<file path="src/design/dsp_pkg.sv">
package dsp_pkg;

    localparam int lanes     = 4;
    localparam int code_w    = 8;
    localparam int ffe_taps  = 3;
    localparam int chan_taps = 3;
    localparam int coef_w    = 8;
    localparam int shift_w   = 4;
    localparam int est_w     = 10;

    // Current plus previous word
    localparam int delay_depth   = 2;
    localparam int ffe_shift_max = 11;

    // Internal arithmetic widths
    localparam int ffe_acc_w  = coef_w + code_w + $clog2(ffe_taps);
    localparam int chan_acc_w = coef_w + 1 + $clog2(chan_taps);
    localparam int err_diff_w = est_w + 1;
    localparam int det_diff_w = est_w + 1;
    localparam int cost_w     = 2 * det_diff_w;
    localparam int sat_in_w   = ffe_acc_w;

    localparam int est_max = 2 ** (est_w - 1) - 1;
    localparam int est_min = -(2 ** (est_w - 1));

    typedef logic signed [code_w-1:0] code_t;
    typedef code_t [lanes-1:0] code_word_t;

    typedef logic [lanes-1:0] bit_word_t;

    typedef logic signed [est_w-1:0] est_t;
    typedef est_t [lanes-1:0] est_word_t;

    typedef logic signed [coef_w-1:0] coef_t;
    typedef coef_t [ffe_taps-1:0] ffe_coef_t;
    typedef coef_t [chan_taps-1:0] chan_coef_t;

    typedef logic [shift_w-1:0] shift_t;

    // Detector result encoding, 3 unused
    typedef logic [1:0] err_pos_t;
    typedef err_pos_t [lanes-1:0] err_pos_word_t;

    localparam err_pos_t pos_none = 2'd0;
    localparam err_pos_t pos_cur  = 2'd1;
    localparam err_pos_t pos_prev = 2'd2;

    // Clamp a wide signed value into the est_w range
    function automatic est_t sat_est(input logic signed [sat_in_w-1:0] x);
        if (x > est_max) begin
            return est_t'(est_max);
        end else if (x < est_min) begin
            return est_t'(est_min);
        end
        return est_t'(x);
    endfunction

endpackage

</file>
<file path="src/design/dsp_cfg_if.sv">
`timescale 1ns/10ps

interface dsp_cfg_if;
    import dsp_pkg::*;

    // Equalizer and slicer settings
    ffe_coef_t  ffe_weights;
    shift_t     ffe_shift;
    est_t       slice_thresh;

    // Channel model, shared by error path and detector
    chan_coef_t chan_taps_val;
    shift_t     chan_shift;

    modport ffe (
        input ffe_weights,
        input ffe_shift,
        input slice_thresh
    );

    modport chan (
        input chan_taps_val,
        input chan_shift
    );

    modport det (
        input chan_taps_val,
        input chan_shift
    );

endinterface

</file>
<file path="src/design/ffe_slicer.sv">
`timescale 1ns/10ps

module ffe_slicer (
    input  logic                clk_i,
    input  logic                arst_n_i,
    dsp_cfg_if.ffe              cfg,
    input  dsp_pkg::code_word_t codes_cur_i,
    input  dsp_pkg::code_word_t codes_prev_i,
    output dsp_pkg::bit_word_t  bits_o
);
    import dsp_pkg::*;

    // Previous word in the low half, current in the high half
    code_t     stream [2*lanes];
    bit_word_t bits_d;

    always_comb begin
        for (int i = 0; i < lanes; i++) begin
            stream[i]         = codes_prev_i[i];
            stream[lanes + i] = codes_cur_i[i];
        end
    end

    // FIR over the serial stream, then shift, clamp and slice
    always_comb begin
        logic signed [ffe_acc_w-1:0] acc;
        est_t                        eq;
        for (int n = 0; n < lanes; n++) begin
            acc = '0;
            for (int k = 0; k < ffe_taps; k++) begin
                acc = acc + $signed(cfg.ffe_weights[k]) * stream[lanes + n - k];
            end
            eq = sat_est(acc >>> cfg.ffe_shift);
            bits_d[n] = (eq >= cfg.slice_thresh);
        end
    end

    always_ff @(posedge clk_i or negedge arst_n_i) begin
        if (!arst_n_i) begin
            bits_o <= '0;
        end else begin
            bits_o <= bits_d;
        end
    end

    // Larger shifts leave too few product bits
    a_ffe_shift: assert property (
        @(posedge clk_i) disable iff (!arst_n_i)
        cfg.ffe_shift <= ffe_shift_max
    ) else $error("FFE shift %0d out of range", cfg.ffe_shift);

endmodule

</file>
<file path="src/flat_wrapper.sv">
// flat-port wrapper written by rule: the top's interface ports become plain ports
module ffe_slicer_flat import dsp_pkg::*;
  (clk_i, arst_n_i, codes_cur_i, codes_prev_i, bits_o, cfg_ffe_weights, cfg_ffe_shift, cfg_slice_thresh);
  dsp_cfg_if cfg_i ();
  input  logic clk_i;
  input  logic arst_n_i;
  input  dsp_pkg::code_word_t codes_cur_i;
  input  dsp_pkg::code_word_t codes_prev_i;
  output dsp_pkg::bit_word_t bits_o;
  input wire logic [$bits(cfg_i.ffe_weights)-1:0] cfg_ffe_weights;
  input wire logic [$bits(cfg_i.ffe_shift)-1:0] cfg_ffe_shift;
  input wire logic [$bits(cfg_i.slice_thresh)-1:0] cfg_slice_thresh;
  assign cfg_i.ffe_weights = cfg_ffe_weights;
  assign cfg_i.ffe_shift = cfg_ffe_shift;
  assign cfg_i.slice_thresh = cfg_slice_thresh;
  ffe_slicer u_core (.clk_i(clk_i), .arst_n_i(arst_n_i), .cfg(cfg_i), .codes_cur_i(codes_cur_i), .codes_prev_i(codes_prev_i), .bits_o(bits_o));
endmodule
</file>
<file path="config.mk">
export PLATFORM = sky130hd
export DESIGN_NAME = ffe_slicer_flat
export DESIGN_NICKNAME = d
export VERILOG_FILES = /design/src/design/dsp_pkg.sv /design/src/design/dsp_cfg_if.sv /design/src/design/ffe_slicer.sv /design/src/flat_wrapper.sv
export SDC_FILE = /design/constraint.sdc
export NUM_CORES = 2
export LEC_CHECK = 0
export BUFFER_PORTS_ARGS = -buffer_cell sky130_fd_sc_hd__buf_4
export CAP_MARGIN = 10
export CORE_ASPECT_RATIO = 0.75
export CORE_MARGIN = 5
export CORE_UTILIZATION = 59
export DETAILED_ROUTE_END_ITERATION = 10
export GPL_ROUTABILITY_DRIVEN = 0
export PLACE_DENSITY_LB_ADDON = 0.3
export SETUP_SLACK_MARGIN = 0.5
export SLEW_MARGIN = 10
export SYNTH_ARGS = -nofsm -noshare
export SYNTH_HDL_FRONTEND = slang
export SYNTH_SLANG_ARGS = --single-unit
</file>
<file path="constraint.sdc">
create_clock -name clk_i -period 0.8 [get_ports clk_i]
set_clock_uncertainty 0.05 [all_clocks]
set_input_delay 0 -clock clk_i [delete_from_list [all_inputs] [get_ports clk_i]]
set_output_delay 0 -clock clk_i [all_outputs]
set_load 0.01 [all_outputs]
</file>
==> flow_summary.json <==
{
  "final_common_cell": "buf_4",
  "synth-seq-area-share_pct": 0.236,
  "viasPerCell": 5.77,
  "ant_nets": 0,
  "grt_pass1_wl_mm": 223,
  "fin_crit_ns": 9.31,
  "grt.total_usage_pct": 34.9,
  "initial_core_util_pct": 59.2,
  "synth_edf_count": 0,
  "synth_cells": 5221,
  "drive_gt1_share_pct": 27.7,
  "clock-sinks": 4,
  "post_drt_wl_per_cell_um": 19.4,
  "worst_path_most_repeated_cell": "inv_1",
  "antenna_found_initial": 3,
  "clock_path_buffers": 2,
  "largest_reg_flops": 4,
  "worstSetupPathType": "input pin to flip-flop",
  "timing.final.crit_share_pct": 1160,
  "synth-compound-area-share_pct": 13.7,
  "drv_slew": 0,
  "cp_max_fo": 6,
  "setup_viol": 4,
  "cts_tree": "yes",
  "hp-class": "input pin to asynchronous set/reset pin",
  "synth_cell_types": 113,
  "nNetsFinal": 7597,
  "io_pins": 108,
  "dp.cells": 7198,
  "outcome": "finished with violations",
  "cts-root-buf": "clkbuf_16",
  "areaGrowthSynthToFinish_pct": 29.9,
  "avgSynthCellArea_um2": 8.11,
  "synth_simple_gate_area_share_pct": 18.2,
  "critPathMaxStageDelay_ns": 0.55,
  "violations": "setup timing",
  "remaining_drc_errors": 0,
  "clock.fmax_ghz": 0.107,
  "die_area_mm2": 0.0773,
  "synth_top_area_share_pct": 34.4,
  "largest_register": "u_core.bits_o",
  "setup_ws_ns": -8.51,
  "final_cell_mix": "buf_4, inv_1, fa_1, ha_1, and2_1",
  "end_kind": "flip-flop",
  "fp-row-count": 85,
  "wirelength_mm": 141,
  "num_vias": 41972,
  "fin_cells": 7273,
  "final_core_util_pct": 77.0,
  "tightestPinTransition_ns": 0.770,
  "rsz0062_at_grt": "yes",
  "clkTransAtPathRegs_ns": 0.03,
  "htree_levels": 1,
  "core_mm2": 0.0715,
  "largest_registers": "u_core.bits_o: 4 flops",
  "dpl.hpwl_mm": 115,
  "grt_pass1_vias": 44191,
  "synth_top_area_cell": "fa_1",
  "slew_headroom_pct": 48.5,
  "start_kind": "input pin",
  "cp.required_ns": 0.84,
  "dieHeight_um": 242,
  "synth.yosys.warnings": 0,
  "ys.flop_type": "dfrtp_1",
  "async_flop_share_pct": 100,
  "cp_slowest_cell": "fa_1",
  "finalHoldViolCount": 0,
  "initialDrtViolationCount": 3801,
  "maxCapViolations": 0,
  "grt_max_degree": 33,
  "firstDrtPassIters": 7,
  "port-buffer-count": 91,
  "grt_overflow": 0,
  "synth_xor_area_share_pct": 5.31,
  "synth.area.mux_share_pct": 1.95,
  "synth_top_family_by_area": "adder cells",
  "fp.dieW_um": 319,
  "cts_buffers": 3,
  "syn-num-nets": 6501,
  "synthesis.area_mm2": 0.0423,
  "ys_ff_latch": 4,
  "synthAdderAreaFrac_pct": 47.7,
  "yosys-top-cells-area": "fa_1, ha_1, inv_1",
  "crit_arrival_ns": 9.35
}
## area by class of cell
class | count | area (µm²)
multi-input combinational | 3775 | 38600
fill | 4586 | 16500
timing repair buffer | 1321 | 10500
inverter | 1212 | 4550
tap | 957 | 1200
sequential | 4 | 100
clock buffer | 3 | 75.1
antenna | 1 | 2.50
## final timing paths
check	start	end
max	cfg_ffe_weights[13]	u_core.bits_o[1]
min	arst_n_i	u_core.bits_o[0]
max in group asynchronous	arst_n_i	u_core.bits_o[3]
min in group clk_i	cfg_slice_thresh[0]	u_core.bits_o[2]
## cells in the mapped netlist, types with 80 or more instances
cell type and instances:
a21oi_1 217, and2_1 443, clkbuf_1 174, fa_1 728, ha_1 448, inv_1 1210
nand2_1 384, nand2b_1 128, nor2_1 168, o21ai_0 149, xnor2_1 175, xor2_1 80
## cell families (layout without fill, tap and decap cells)
group / after synthesis / count (layout)
AND/OR/NAND/NOR: 1445 / 1445
buffers and inverters: 1442 / 2536
adder cells (fa/ha/maj): 1178 / 1178
AO/OA/AOI/OAI: 839 / 839
XOR/XNOR: 256 / 256
multiplexers: 57 / 57
flip-flops: 4 / 4
other: 0 / 1
## worst max-delay path, delay by kind of cell
kind / cells / cell delay, ns
fa+ha+maj: 8 / 3.43
compound gates: 14 / 2.22
simple gates: 15 / 2.06
buf+inv: 11 / 1.09
mux: 1 / 0.37
xor+xnor: 1 / 0.12
## routing by layer
layer  GRT usage, %  vias up  wire [µm]
li1               -    18734          -
met1           45.9    20271      53300
met2           57.4     2385      64600
met3           7.37      576      15600
met4           12.8        6       7710
met5              0        -         46
## through the flow
stage,setup TNS (ns),instance area [µm²],hold slack (ns),setup WS (ns)
2_1_floorplan,-30.86,43100,-0.346,-7.94
3_3_place_gp,-33.57,52800,-0.247,-8.46
3_5_place_dp,-34.65,52800,-0.246,-8.73
4_1_cts,-32.57,54000,0.0602,-8.27
5_1_grt,-35.03,55000,0.0843,-8.84
6_report,-33.40,55000,0.0712,-8.51
## timing repair
action,4_1_cts,5_1_grt
setup buffers,40,28
pin swaps,91,103
endpoints found under the setup margin,8,8
endpoints found under the hold margin,4,0
cloned,0,2
resized for setup,164,178
hold buffers,1,0
Power is left out: the tool's default activity adds up to more than one toggle a clock period on the data nets, which glitch-free logic cannot reach.
