`src/design/dsp_pkg.sv`:
```
package dsp_pkg;

    localparam int lanes     = 4;
    localparam int code_w    = 8;
    localparam int ffe_taps  = 3;
    localparam int chan_taps = 3;
    localparam int coef_w    = 8;
    localparam int shift_w   = 4;
    localparam int est_w     = 10;

    // Current plus previous word
    localparam int delay_depth   = 2;
    localparam int ffe_shift_max = 11;

    // Internal arithmetic widths
    localparam int ffe_acc_w  = coef_w + code_w + $clog2(ffe_taps);
    localparam int chan_acc_w = coef_w + 1 + $clog2(chan_taps);
    localparam int err_diff_w = est_w + 1;
    localparam int det_diff_w = est_w + 1;
    localparam int cost_w     = 2 * det_diff_w;
    localparam int sat_in_w   = ffe_acc_w;

    localparam int est_max = 2 ** (est_w - 1) - 1;
    localparam int est_min = -(2 ** (est_w - 1));

    typedef logic signed [code_w-1:0] code_t;
    typedef code_t [lanes-1:0] code_word_t;

    typedef logic [lanes-1:0] bit_word_t;

    typedef logic signed [est_w-1:0] est_t;
    typedef est_t [lanes-1:0] est_word_t;

    typedef logic signed [coef_w-1:0] coef_t;
    typedef coef_t [ffe_taps-1:0] ffe_coef_t;
    typedef coef_t [chan_taps-1:0] chan_coef_t;

    typedef logic [shift_w-1:0] shift_t;

    // Detector result encoding, 3 unused
    typedef logic [1:0] err_pos_t;
    typedef err_pos_t [lanes-1:0] err_pos_word_t;

    localparam err_pos_t pos_none = 2'd0;
    localparam err_pos_t pos_cur  = 2'd1;
    localparam err_pos_t pos_prev = 2'd2;

    // Clamp a wide signed value into the est_w range
    function automatic est_t sat_est(input logic signed [sat_in_w-1:0] x);
        if (x > est_max) begin
            return est_t'(est_max);
        end else if (x < est_min) begin
            return est_t'(est_min);
        end
        return est_t'(x);
    endfunction

endpackage

```
`src/design/dsp_cfg_if.sv`:
```
`timescale 1ns/10ps

interface dsp_cfg_if;
    import dsp_pkg::*;

    // Equalizer and slicer settings
    ffe_coef_t  ffe_weights;
    shift_t     ffe_shift;
    est_t       slice_thresh;

    // Channel model, shared by error path and detector
    chan_coef_t chan_taps_val;
    shift_t     chan_shift;

    modport ffe (
        input ffe_weights,
        input ffe_shift,
        input slice_thresh
    );

    modport chan (
        input chan_taps_val,
        input chan_shift
    );

    modport det (
        input chan_taps_val,
        input chan_shift
    );

endinterface

```
`src/design/channel_error.sv`:
```
`timescale 1ns/10ps

module channel_error (
    input  logic                clk_i,
    input  logic                arst_n_i,
    dsp_cfg_if.chan             cfg,
    input  dsp_pkg::bit_word_t  bits_cur_i,
    input  dsp_pkg::bit_word_t  bits_prev_i,
    input  dsp_pkg::code_word_t codes_i,
    output dsp_pkg::est_word_t  errors_o
);
    import dsp_pkg::*;

    logic [2*lanes-1:0] bstream;
    est_word_t          errors_d;

    // Bit at stream index n sits at lanes + n
    assign bstream = {bits_cur_i, bits_prev_i};

    always_comb begin
        logic signed [chan_acc_w-1:0] acc;
        logic signed [chan_acc_w-1:0] tap;
        logic signed [err_diff_w-1:0] diff;
        est_t                         est;
        for (int n = 0; n < lanes; n++) begin
            acc = '0;
            for (int k = 0; k < chan_taps; k++) begin
                tap = $signed(cfg.chan_taps_val[k]);
                // Bit 1 is symbol +1, bit 0 is symbol -1
                if (bstream[lanes + n - k]) begin
                    acc = acc + tap;
                end else begin
                    acc = acc - tap;
                end
            end
            est = sat_est(acc >>> cfg.chan_shift);
            diff = est - $signed(codes_i[n]);
            errors_d[n] = sat_est(diff);
        end
    end

    always_ff @(posedge clk_i or negedge arst_n_i) begin
        if (!arst_n_i) begin
            errors_o <= '0;
        end else begin
            errors_o <= errors_d;
        end
    end

endmodule

```
`src/flat_wrapper.sv`:
```
// flat-port wrapper written by rule: the top's interface ports become plain ports
module channel_error_flat import dsp_pkg::*;
  (clk_i, arst_n_i, bits_cur_i, bits_prev_i, codes_i, errors_o, cfg_chan_taps_val, cfg_chan_shift);
  dsp_cfg_if cfg_i ();
  input  logic clk_i;
  input  logic arst_n_i;
  input  dsp_pkg::bit_word_t bits_cur_i;
  input  dsp_pkg::bit_word_t bits_prev_i;
  input  dsp_pkg::code_word_t codes_i;
  output dsp_pkg::est_word_t errors_o;
  input wire logic [$bits(cfg_i.chan_taps_val)-1:0] cfg_chan_taps_val;
  input wire logic [$bits(cfg_i.chan_shift)-1:0] cfg_chan_shift;
  assign cfg_i.chan_taps_val = cfg_chan_taps_val;
  assign cfg_i.chan_shift = cfg_chan_shift;
  channel_error u_core (.clk_i(clk_i), .arst_n_i(arst_n_i), .cfg(cfg_i), .bits_cur_i(bits_cur_i), .bits_prev_i(bits_prev_i), .codes_i(codes_i), .errors_o(errors_o));
endmodule
```
`config.mk`:
```
export PLATFORM = sky130hd
export DESIGN_NAME = channel_error_flat
export DESIGN_NICKNAME = d
export VERILOG_FILES = /design/src/design/dsp_pkg.sv /design/src/design/dsp_cfg_if.sv /design/src/design/channel_error.sv /design/src/flat_wrapper.sv
export SDC_FILE = /design/constraint.sdc
export NUM_CORES = 1
export LEC_CHECK = 0
export ABC_AREA = 0
export BUFFER_PORTS_ARGS = -buffer_cell sky130_fd_sc_hd__buf_2
export CELL_PAD_IN_SITES_DETAIL_PLACEMENT = 0
export CELL_PAD_IN_SITES_GLOBAL_PLACEMENT = 2
export CORE_MARGIN = 3
export CORE_UTILIZATION = 36
export CTS_CLUSTER_SIZE = 12
export DETAILED_ROUTE_END_ITERATION = 7
export PLACE_DENSITY = 0.93
export REMOVE_ABC_BUFFERS = 1
export SETUP_SLACK_MARGIN = 0.05
export SLEW_MARGIN = 20
export SYNTH_ARGS = -nofsm -noshare
export SYNTH_HDL_FRONTEND = slang
export SYNTH_SLANG_ARGS = --single-unit
```
`constraint.sdc`:
```
create_clock -name clk_i -period 0.8 [get_ports clk_i]
set_input_delay 0.2 -clock clk_i [delete_from_list [all_inputs] [get_ports clk_i]]
set_output_delay 0.2 -clock clk_i [all_outputs]
set_load 0.01 [all_outputs]
```
==> flow_summary.json <==
{
  "mostFrequentLayoutCell": "buf_4",
  "die_h_um": 171,
  "synth_seq_cells": 40,
  "cp_data_required_time_ps": 960,
  "grt_pass1_wl_um": 54300,
  "slowest_stage": "fa_1",
  "core.rowCount": 59,
  "remaining_drc_errors": 0,
  "cts_tree": "done",
  "whs_ps": 239,
  "clk_pin_slew_ps": 60,
  "relSlewSlack": 0.709,
  "numCtsBuffers": 5,
  "irDropWorstVdd_uv": 3020,
  "totalWireLength_um": 36000,
  "synthMuxAreaShare": 0.0555,
  "crit_type": "in -> reg",
  "avgSynthCellArea_um2": 7.42,
  "synth-xor-area-share": 0.152,
  "routedWlPerCell_um": 15.9,
  "max_cap_viol_count": 0,
  "worst_slack_ps": -5010,
  "end_kind": "register",
  "core_um2": 26400,
  "clockBufferDepth": 2,
  "largest_registers": "u_core.errors_o x40",
  "dr.pass1.iters": 7,
  "antenna_left": 0,
  "tightest_slew_ps": 432,
  "die_area_um2": 29300,
  "whs_path_depth": 3,
  "drv_slew": 0,
  "pre_cts_ws_ps": -5800,
  "synthDistinctLibCells": 74,
  "syn-cell-area_um2": 9820,
  "failed_checks": "setup timing",
  "ctsHtreeMaxLevel": 2,
  "layout_common_cells": "buf_4, nor2_1, buf_2, ha_1, xor2_1",
  "ctsRootBufferMaster": "clkbuf_16",
  "synth-async-reset-ratio": 1.00,
  "ys_seq_area_frac": 0.102,
  "grt_pass1_vias": 11300,
  "critPathMaxStageDelay_ps": 430,
  "hold_path.class": "in -> reg",
  "overflow": 0,
  "hold_viol_final": 0,
  "setup_viol_count_final": 80,
  "fmax_mhz": 172,
  "ios": 110,
  "crit_fanout": 5,
  "synth_ff_type": "dfrtp_1",
  "crit_arrival_ps": 5980,
  "synth_top_family_by_area": "compound AO/OA/AOI/OAI gates",
  "synth-compound-area-share": 0.286,
  "power_density_nw_per_um2": 5090,
  "status": "complete, but fails checks",
  "portBuffers": 107,
  "top_register": "u_core.errors_o",
  "diodes": 0,
  "initialDrtViolationCount": 482,
  "cts.sinks": 40,
  "synth-adder-area-share": 0.174,
  "vias_per_cell": 5.23,
  "largest_register_ff_count": 40,
  "nFillCells": 2191,
  "crit_top_cell": "buf_4",
  "synthSimpleGateAreaFrac": 0.167,
  "synth_edf_count": 0,
  "die_w_um": 171,
  "hp-start": "codes_i[16]",
  "power_leakage_nw": 7.86,
  "rsz0062_at_grt": "true",
  "netlist_instances": 1324,
  "num_vias": 11800,
  "grt_antenna_before_repair": 0,
  "drive_above_1_share": 0.508,
  "yosysWarnings": 0,
  "post-route-period-util": 7.27,
  "post-route-min-period_ps": 5810,
  "final_nets": 2120,
  "critPathLaunch": "cfg_chan_taps_val[9]",
  "grt_max_degree": 41,
  "initial_core_util": 0.372,
  "grt_use_total": 0.223,
  "cp-start-kind": "input port",
  "total_power_w": 0.0842,
  "syn_to_final_growth_pct": 68.5,
  "place.gp.congestion": 0.951,
  "hpwl_um": 26900
}
[report_power, final]
group | total [W] | leakage [nW] | switching (W) | internal (W)
clock network | 0.00241 | 0.0901 | 0.000772 | 0.00164
registers | 0.00381 | 0.459 | 0.000236 | 0.00358
logic | 0.0779 | 7.31 | 0.0370 | 0.0409
[timing repair]
action	4_1_cts	5_1_grt
buffers inserted	75	40
resized for setup	249	172
pin swaps	160	159
hold buffers	1	0
hold endpoints to repair	40	0
endpoints found under the setup margin	80	80
gates cloned	2	1
[stage by stage]
stage               TNS [ps]  cells   util  cell area [um2]
floorplan            -216680   1255      -             9530
global placement     -221900   2135  0.523            13800
global route         -214510   2257  0.626            16500
detailed placement   -228700   2135  0.523            13800
finish               -202370   2257  0.626            16500
CTS                  -197130   2218  0.586            15500
[critical path: cells and delay by family]
| kind | cells | cell delay (ps) |
|---|---|---|
| buffers and inverters | 8 | 1000 |
| adder cells (fa/ha/maj) | 4 | 1310 |
| multiplexers | 1 | 310 |
| AO/OA/AOI/OAI | 14 | 2350 |
| XOR/XNOR | 3 | 520 |
| AND/OR/NAND/NOR | 2 | 290 |
[cell families after synthesis]
family                   count (synthesis)
buffers and inverters                  157
AO/OA/AOI/OAI                          450
XOR/XNOR                               167
AND/OR/NAND/NOR                        341
multiplexers                            40
adder cells (fa/ha/maj)                129
flip-flops                              40
[final timing paths]
path / endpoint / slack (ps)
hold / removal: u_core.errors_o[20] / 240
min in group asynchronous: u_core.errors_o[37] / 400
max in group asynchronous: u_core.errors_o[29] / 200
setup / recovery: u_core.errors_o[17] / -5010
[synthesized netlist by cell type, types with 15 or more instances]
cell type | count | area share
a31oi_1 | 23 | 0.015
buf_2 | 18 | 0.0092
xnor2_1 | 68 | 0.061
nand2b_1 | 20 | 0.013
ha_1 | 117 | 0.15
mux2_2 | 16 | 0.018
nor2_1 | 135 | 0.052
a21o_1 | 32 | 0.024
clkbuf_1 | 48 | 0.018
xor2_1 | 96 | 0.086
nor3_1 | 20 | 0.010
nand3_1 | 20 | 0.010
o21ai_0 | 110 | 0.056
nor2b_1 | 15 | 0.0096
o21bai_1 | 22 | 0.017
inv_1 | 84 | 0.032
dfrtp_1 | 40 | 0.10
a21oi_1 | 137 | 0.070
a211oi_1 | 28 | 0.021
nand2_1 | 74 | 0.028
[routing by layer]
metal | up-vias | part of all wire | track usage
met5 | - | 0 | 0
met4 | 0 | 0.041 | 0.0934
met3 | 91 | 0.035 | 0.00667
met2 | 312 | 0.50 | 0.406
met1 | 5483 | 0.43 | 0.276
li1 | 5912 | - | -
[final cells by class]
class                      instances  area [um2]  share of cell area
clock buffer                       7         153             0.00922
clock inverter                     1        30.0             0.00181
inverter                          88         345              0.0209
multi-input combinational       1129        9700               0.586
sequential                        40        1000              0.0605
tap                              335         419              0.0253
timing repair buffer             657        4900               0.296
(Power assumes the default switching activity.)
