===== config.mk =====
export PLATFORM = sky130hd
export DESIGN_NAME = sliding_detector_flat
export DESIGN_NICKNAME = d
export VERILOG_FILES = /design/src/design/dsp_pkg.sv /design/src/design/dsp_cfg_if.sv /design/src/design/sliding_detector.sv /design/src/flat_wrapper.sv
export SDC_FILE = /design/constraint.sdc
export NUM_CORES = 2
export LEC_CHECK = 0
export ABC_AREA = 1
export BUFFER_PORTS_ARGS = -buffer_cell sky130_fd_sc_hd__buf_2
export CORE_UTILIZATION = 45
export DETAILED_ROUTE_END_ITERATION = 10
export PLACE_DENSITY = 0.67
export SLEW_MARGIN = 0
export SYNTH_ARGS = -nofsm -noshare
export SYNTH_HDL_FRONTEND = slang
export SYNTH_SLANG_ARGS = --single-unit
export TNS_END_PERCENT = 30

===== constraint.sdc =====
create_clock -name clk_i -period 9.4 [get_ports clk_i]
set_input_delay 0.47 -clock clk_i [delete_from_list [all_inputs] [get_ports clk_i]]
set_output_delay 0.47 -clock clk_i [all_outputs]
set_load 0.01 [all_outputs]

===== src/design/dsp_pkg.sv =====
package dsp_pkg;

    localparam int lanes     = 4;
    localparam int code_w    = 8;
    localparam int ffe_taps  = 3;
    localparam int chan_taps = 3;
    localparam int coef_w    = 8;
    localparam int shift_w   = 4;
    localparam int est_w     = 10;

    // Current plus previous word
    localparam int delay_depth   = 2;
    localparam int ffe_shift_max = 11;

    // Internal arithmetic widths
    localparam int ffe_acc_w  = coef_w + code_w + $clog2(ffe_taps);
    localparam int chan_acc_w = coef_w + 1 + $clog2(chan_taps);
    localparam int err_diff_w = est_w + 1;
    localparam int det_diff_w = est_w + 1;
    localparam int cost_w     = 2 * det_diff_w;
    localparam int sat_in_w   = ffe_acc_w;

    localparam int est_max = 2 ** (est_w - 1) - 1;
    localparam int est_min = -(2 ** (est_w - 1));

    typedef logic signed [code_w-1:0] code_t;
    typedef code_t [lanes-1:0] code_word_t;

    typedef logic [lanes-1:0] bit_word_t;

    typedef logic signed [est_w-1:0] est_t;
    typedef est_t [lanes-1:0] est_word_t;

    typedef logic signed [coef_w-1:0] coef_t;
    typedef coef_t [ffe_taps-1:0] ffe_coef_t;
    typedef coef_t [chan_taps-1:0] chan_coef_t;

    typedef logic [shift_w-1:0] shift_t;

    // Detector result encoding, 3 unused
    typedef logic [1:0] err_pos_t;
    typedef err_pos_t [lanes-1:0] err_pos_word_t;

    localparam err_pos_t pos_none = 2'd0;
    localparam err_pos_t pos_cur  = 2'd1;
    localparam err_pos_t pos_prev = 2'd2;

    // Clamp a wide signed value into the est_w range
    function automatic est_t sat_est(input logic signed [sat_in_w-1:0] x);
        if (x > est_max) begin
            return est_t'(est_max);
        end else if (x < est_min) begin
            return est_t'(est_min);
        end
        return est_t'(x);
    endfunction

endpackage


===== src/design/dsp_cfg_if.sv =====
`timescale 1ns/10ps

interface dsp_cfg_if;
    import dsp_pkg::*;

    // Equalizer and slicer settings
    ffe_coef_t  ffe_weights;
    shift_t     ffe_shift;
    est_t       slice_thresh;

    // Channel model, shared by error path and detector
    chan_coef_t chan_taps_val;
    shift_t     chan_shift;

    modport ffe (
        input ffe_weights,
        input ffe_shift,
        input slice_thresh
    );

    modport chan (
        input chan_taps_val,
        input chan_shift
    );

    modport det (
        input chan_taps_val,
        input chan_shift
    );

endinterface


===== src/design/sliding_detector.sv =====
`timescale 1ns/10ps

module sliding_detector (
    input  logic                   clk_i,
    input  logic                   arst_n_i,
    dsp_cfg_if.det                 cfg,
    input  dsp_pkg::est_word_t     errors_i,
    input  dsp_pkg::bit_word_t     bits_cur_i,
    input  dsp_pkg::bit_word_t     bits_prev_i,
    output dsp_pkg::err_pos_word_t err_pos_o
);
    import dsp_pkg::*;

    est_word_t          errors_prev;
    est_t               estream [2*lanes];
    logic [2*lanes-1:0] bstream;
    err_pos_word_t      err_pos_d;

    assign bstream = {bits_cur_i, bits_prev_i};

    always_comb begin
        for (int i = 0; i < lanes; i++) begin
            estream[i]         = errors_prev[i];
            estream[lanes + i] = errors_i[i];
        end
    end

    always_comb begin
        logic signed [coef_w:0]       h0;
        logic signed [coef_w:0]       h1;
        logic signed [det_diff_w-1:0] hx0;
        logic signed [det_diff_w-1:0] hx1;
        logic signed [det_diff_w-1:0] e;
        logic signed [det_diff_w-1:0] p;
        logic signed [det_diff_w-1:0] d_cur;
        logic signed [det_diff_w-1:0] d_pe;
        logic signed [det_diff_w-1:0] d_pp;
        logic [cost_w-1:0]            c0;
        logic [cost_w-1:0]            c1;
        logic [cost_w-1:0]            c2;
        // Flipping a symbol moves the estimate by twice the tap
        h0 = $signed({cfg.chan_taps_val[0], 1'b0}) >>> cfg.chan_shift;
        h1 = $signed({cfg.chan_taps_val[1], 1'b0}) >>> cfg.chan_shift;
        hx0 = h0;
        hx1 = h1;
        for (int n = 0; n < lanes; n++) begin
            e = estream[lanes + n];
            p = estream[lanes + n - 1];
            d_cur = e - (bstream[lanes + n] ? hx0 : -hx0);
            d_pe  = e - (bstream[lanes + n - 1] ? hx1 : -hx1);
            d_pp  = p - (bstream[lanes + n - 1] ? hx0 : -hx0);
            c0 = e * e + p * p;
            c1 = d_cur * d_cur + p * p;
            c2 = d_pe * d_pe + d_pp * d_pp;
            // Ties keep the lower index
            if (c1 < c0 && c1 <= c2) begin
                err_pos_d[n] = pos_cur;
            end else if (c2 < c0 && c2 < c1) begin
                err_pos_d[n] = pos_prev;
            end else begin
                err_pos_d[n] = pos_none;
            end
        end
    end

    always_ff @(posedge clk_i or negedge arst_n_i) begin
        if (!arst_n_i) begin
            errors_prev <= '0;
            err_pos_o   <= '0;
        end else begin
            errors_prev <= errors_i;
            err_pos_o   <= err_pos_d;
        end
    end

    for (genvar g = 0; g < lanes; g++) begin : g_pos_chk
        a_pos_valid: assert property (
            @(posedge clk_i) disable iff (!arst_n_i)
            err_pos_o[g] != 2'd3
        ) else $error("Lane %0d reported unused position code", g);
    end

endmodule


===== src/flat_wrapper.sv =====
// flat-port wrapper written by rule: the top's interface ports become plain ports
module sliding_detector_flat import dsp_pkg::*;
  (clk_i, arst_n_i, errors_i, bits_cur_i, bits_prev_i, err_pos_o, cfg_chan_taps_val, cfg_chan_shift);
  dsp_cfg_if cfg_i ();
  input  logic clk_i;
  input  logic arst_n_i;
  input  dsp_pkg::est_word_t errors_i;
  input  dsp_pkg::bit_word_t bits_cur_i;
  input  dsp_pkg::bit_word_t bits_prev_i;
  output dsp_pkg::err_pos_word_t err_pos_o;
  input wire logic [$bits(cfg_i.chan_taps_val)-1:0] cfg_chan_taps_val;
  input wire logic [$bits(cfg_i.chan_shift)-1:0] cfg_chan_shift;
  assign cfg_i.chan_taps_val = cfg_chan_taps_val;
  assign cfg_i.chan_shift = cfg_chan_shift;
  sliding_detector u_core (.clk_i(clk_i), .arst_n_i(arst_n_i), .cfg(cfg_i), .errors_i(errors_i), .bits_cur_i(bits_cur_i), .bits_prev_i(bits_prev_i), .err_pos_o(err_pos_o));
endmodule

==> impl.org <==
** Worst setup path
- The worst register-to-register path begins at u_core.errors_prev[30].
- Required time reported for the critical path endpoint :: 9660 ps
- Crit Path Max Fanout :: 8
- Across all register-to-register paths, the minimum setup slack is 130 ps.
- The critical path in this run is classified as input port to flop.
- Critical R2R Capture :: u_core.err_pos_o[0]
- Worst Setup End Kind :: flop
- Cell repeated most along the worst path :: sky130_fd_sc_hd__nand2_1
- Cell depth of the worst flop-to-flop path :: 44
- The largest individual stage delay along the critical path comes from the cell sky130_fd_sc_hd__fa_1.
- For the worst setup path, the data arrival time is 12910 ps.
- The worst setup path is launched from an input port.
- Largest stage delay on the critical path :: 610 ps

** STA
- Headroom to the max-slew limit :: 30.5%
- Setup repair after global routing missed its margin :: true
- Max frequency :: 0.0791 GHz
- At the pin with the least slew margin, the transition time is 1040 ps.
- After layout, the minimum clock period comes to 12650 ps.
- Setup WS post-layout :: -3250 ps
- The max-slew violation total from the final report was 0.
- Number of endpoints failing setup at the final stage :: 8
- Final clock period utilization by the worst path :: 135%
- The number of hold violations in the final report is 0.
- Worst Skew :: 12.2 ps

** Final layout
- Share of cells above drive strength 1 :: 20.9%
- The multi-input combinational cells in the finished layout cover a total of 68000 um2.
- After filler insertion, the fill cell instance count of the layout stands at 15700.
- Area Growth Syn to Fin :: 25.4%
- Summing all flip-flop and latch instances after layout gives 450 um2.
- Net total in the final layout :: 14600

** Logic synthesis
- FF+latch count, synth :: 18
- Post-Syn Instances :: 9945
- Share of the yosys chip area belonging to registers :: 0.580%
- The synthesized design contains 0 enable-type register cells.
- Dividing the synthesized area by the synthesized cell count gives 7.80 um2.
- Unique cell type count in the Yosys netlist :: 64
- Number of nets in the synthesized netlist :: 12700
- Fraction of registers with async set/reset :: 100%
- Predominant post-synthesis flop cell :: sky130_fd_sc_hd__dfrtp_1
- The share of synthesized area in the top cell type comes to 37.5%.
- Post-synthesis cell area :: 77600 um2
- Synth area leaders :: sky130_fd_sc_hd__fa_1 37%, sky130_fd_sc_hd__ha_1 19%, sky130_fd_sc_hd__inv_1 13%, sky130_fd_sc_hd__nand2_1 7.8%, sky130_fd_sc_hd__a21oi_1 3.8%
- Synth warn :: 0
- The synthesized design spends more area on one cell type than any other, namely sky130_fd_sc_hd__fa_1.

** Run status
- The run finished, with violations left.
- The final reports fail on setup timing.

** Floorplan
- The floorplan step defined a die boundary enclosing 174000 um2.
- Core footprint :: 171000 um2
- From bottom edge to top edge, the die measures 417 um.
- Width of the chip :: 417 um
- IO Count :: 86
- Rows :: 152
- Once the floorplan was initialized, standard cells occupied 45.3% of the core.

** Placement
- Dpl ws :: -4080 ps
- Input and output buffers added on the ports amount to 74.
- Placer Congestion :: 0.967
- After legalization and detailed placement, the total HPWL measured 213000 um.

** Detailed routing
- Wires add up to 236000 um.
- Iteration count of the initial detailed-routing pass :: 7
- DRC violation total after the first TritonRoute iteration :: 3868
- Vias/cell :: 4.93
- Residual DRC count :: 0
- Total via count in the routed design :: 69900
- Dividing the detail-routed wire length by the instance count gives 16.7 um.
- Antenna viol nets, final :: 0

** Clock tree
- The longest clock path from root to sink contains 2 buffers.
- Root buffer cell :: sky130_fd_sc_hd__clkbuf_16
- For this design, the CTS-stage hold fixing added 0 buffers.
- Clock-pin slew of the registers on the worst-case setup and hold paths :: 120 ps
- Num Clock Sinks :: 18
- TritonCTS created 3 clock buffers.
- In this run the number of H-tree levels came out at 1.
- Worst-Skew Late Latency :: 330 ps
- TritonCTS clock tree :: done

** Flow run
- Max_cap viols :: 0

** GRT
- The via count of the first global-routing pass was 74100.
- The initial antenna violation count came to 19.
- Global-route wire length before repair :: 381000 um
- In the global route stage, overall resource usage came out at 27.6%.
- After global routing the overflow that remains totals 0.
- Entering global routing, the biggest net connects 19 pins.

** Hold path
- The worst hold path belongs to the class input port to asynchronous set/reset pin.
[layout make-up]
| type | instances | area share, % |
|---|---|---|
| flip-flops and latches | 18 | 0.463 |
| well taps | 2310 | 2.97 |
| repair buffers | 1995 | 15.8 |
| diodes | 12 | 0.0308 |
| multi-input cells | 7021 | 69.8 |
| inverters | 2807 | 10.8 |
| clock buffers | 4 | 0.0913 |
[stage by stage]
stage	utilization, %	TNS, ps	instance area, um2	std cells	hold slack, ps
after floorplan	-	-16880	77800	9945	174
after global placement	55.4	-27120	95000	14100	618
after detailed placement	55.4	-28300	95000	14100	655
after CTS	56.2	-21610	96300	14100	261
after global routing	56.8	-26230	97300	14200	259
final	56.8	-22170	97300	14200	236
[worst max-delay path: cells and delay by family]
kind,cells,cell delay (ps)
simple gates,31,2830
buf+inv,20,1990
xor+xnor,1,190
fa+ha+maj,14,6010
compound gates,6,1350
[worst max-delay path by stage]
stage	endpoint	from
after CTS	u_core.err_pos_o[7]	cfg_chan_shift[0]
final	u_core.err_pos_o[3]	cfg_chan_shift[0]
after global placement	u_core.err_pos_o[7]	cfg_chan_shift[0]
after global routing	u_core.err_pos_o[3]	cfg_chan_shift[0]
after floorplan	u_core.err_pos_o[7]	cfg_chan_shift[0]
after detailed placement	u_core.err_pos_o[7]	cfg_chan_shift[0]
[cells in the final DEF (no fill, tap or decap), drive strengths merged, types with 22 or more instances in the layout]
master	netlist	layout
xnor2	177	177
o21bai	48	48
nand4	74	74
fa	1452	1452
o211ai	23	23
xor2	318	318
o21ai	278	278
or2	63	63
inv	2792	2792
ha	1190	1190
nand3	222	222
nor3	84	84
nor2	632	632
buf	19	1995
a21o	39	39
a21oi	596	596
nand2	1648	1649
a31oi	22	22
[cells in the mapped netlist, types with 7 or more instances]
| master | number |
|---|---|
| sky130_fd_sc_hd__clkbuf_1 | 81 |
| sky130_fd_sc_hd__o2111ai_1 | 19 |
| sky130_fd_sc_hd__a21oi_1 | 596 |
| sky130_fd_sc_hd__o21a_1 | 16 |
| sky130_fd_sc_hd__a211oi_1 | 16 |
| sky130_fd_sc_hd__nor3_1 | 82 |
| sky130_fd_sc_hd__o221a_2 | 7 |
| sky130_fd_sc_hd__a31oi_1 | 22 |
| sky130_fd_sc_hd__dfrtp_1 | 18 |
| sky130_fd_sc_hd__inv_2 | 17 |
| sky130_fd_sc_hd__and2_1 | 8 |
| sky130_fd_sc_hd__ha_1 | 1190 |
| sky130_fd_sc_hd__nand4_1 | 74 |
| sky130_fd_sc_hd__a21o_1 | 39 |
| sky130_fd_sc_hd__xnor2_1 | 177 |
| sky130_fd_sc_hd__nand2_4 | 22 |
| sky130_fd_sc_hd__or2_2 | 58 |
| sky130_fd_sc_hd__o31ai_1 | 19 |
| sky130_fd_sc_hd__o221ai_1 | 12 |
| sky130_fd_sc_hd__a21boi_0 | 7 |
| sky130_fd_sc_hd__nor4_1 | 10 |
| sky130_fd_sc_hd__o21bai_1 | 48 |
| sky130_fd_sc_hd__nand2_2 | 19 |
| sky130_fd_sc_hd__fa_1 | 1452 |
| sky130_fd_sc_hd__o211ai_1 | 21 |
| sky130_fd_sc_hd__nand3_1 | 220 |
| sky130_fd_sc_hd__xor2_1 | 318 |
| sky130_fd_sc_hd__o21ai_0 | 269 |
| sky130_fd_sc_hd__clkinv_1 | 15 |
| sky130_fd_sc_hd__nor2_1 | 625 |
| sky130_fd_sc_hd__inv_1 | 2775 |
| sky130_fd_sc_hd__nand2_1 | 1607 |
[repair_timing]
item,CTS,global route
pin swaps,146,159
setup buffers,44,22
cloned,1,0
resized for setup,237,179
endpoints found under the setup margin,8,8
[flip-flops by register name (all words and copies together) (netlist names)]
signal and count:
u_core.errors_prev 10, u_core.err_pos_o 8
[metal layers]
metal  vias up  part of all wire [%]  GRT usage, %
li1      33900                     -             -
met1     34000                    41          34.8
met2      1603                    49          47.9
met3       432                   4.6          2.45
met4         2                   5.3          12.3
met5         -                0.0055             0
[logic make-up after synthesis]
| logic type | count (synthesis) | synth area share, % |
|---|---|---|
| AND/OR/NAND/NOR | 2759 | 14.8 |
| adder cells (fa/ha/maj) | 2642 | 56.6 |
| buffers and inverters | 2907 | 14.2 |
| AO/OA/AOI/OAI | 1124 | 8.18 |
| XOR/XNOR | 495 | 5.59 |
| flip-flops | 18 | 0.580 |
Power is not shown: default switching activity piles up to over one toggle a cycle in this logic, so the estimate is an artifact.
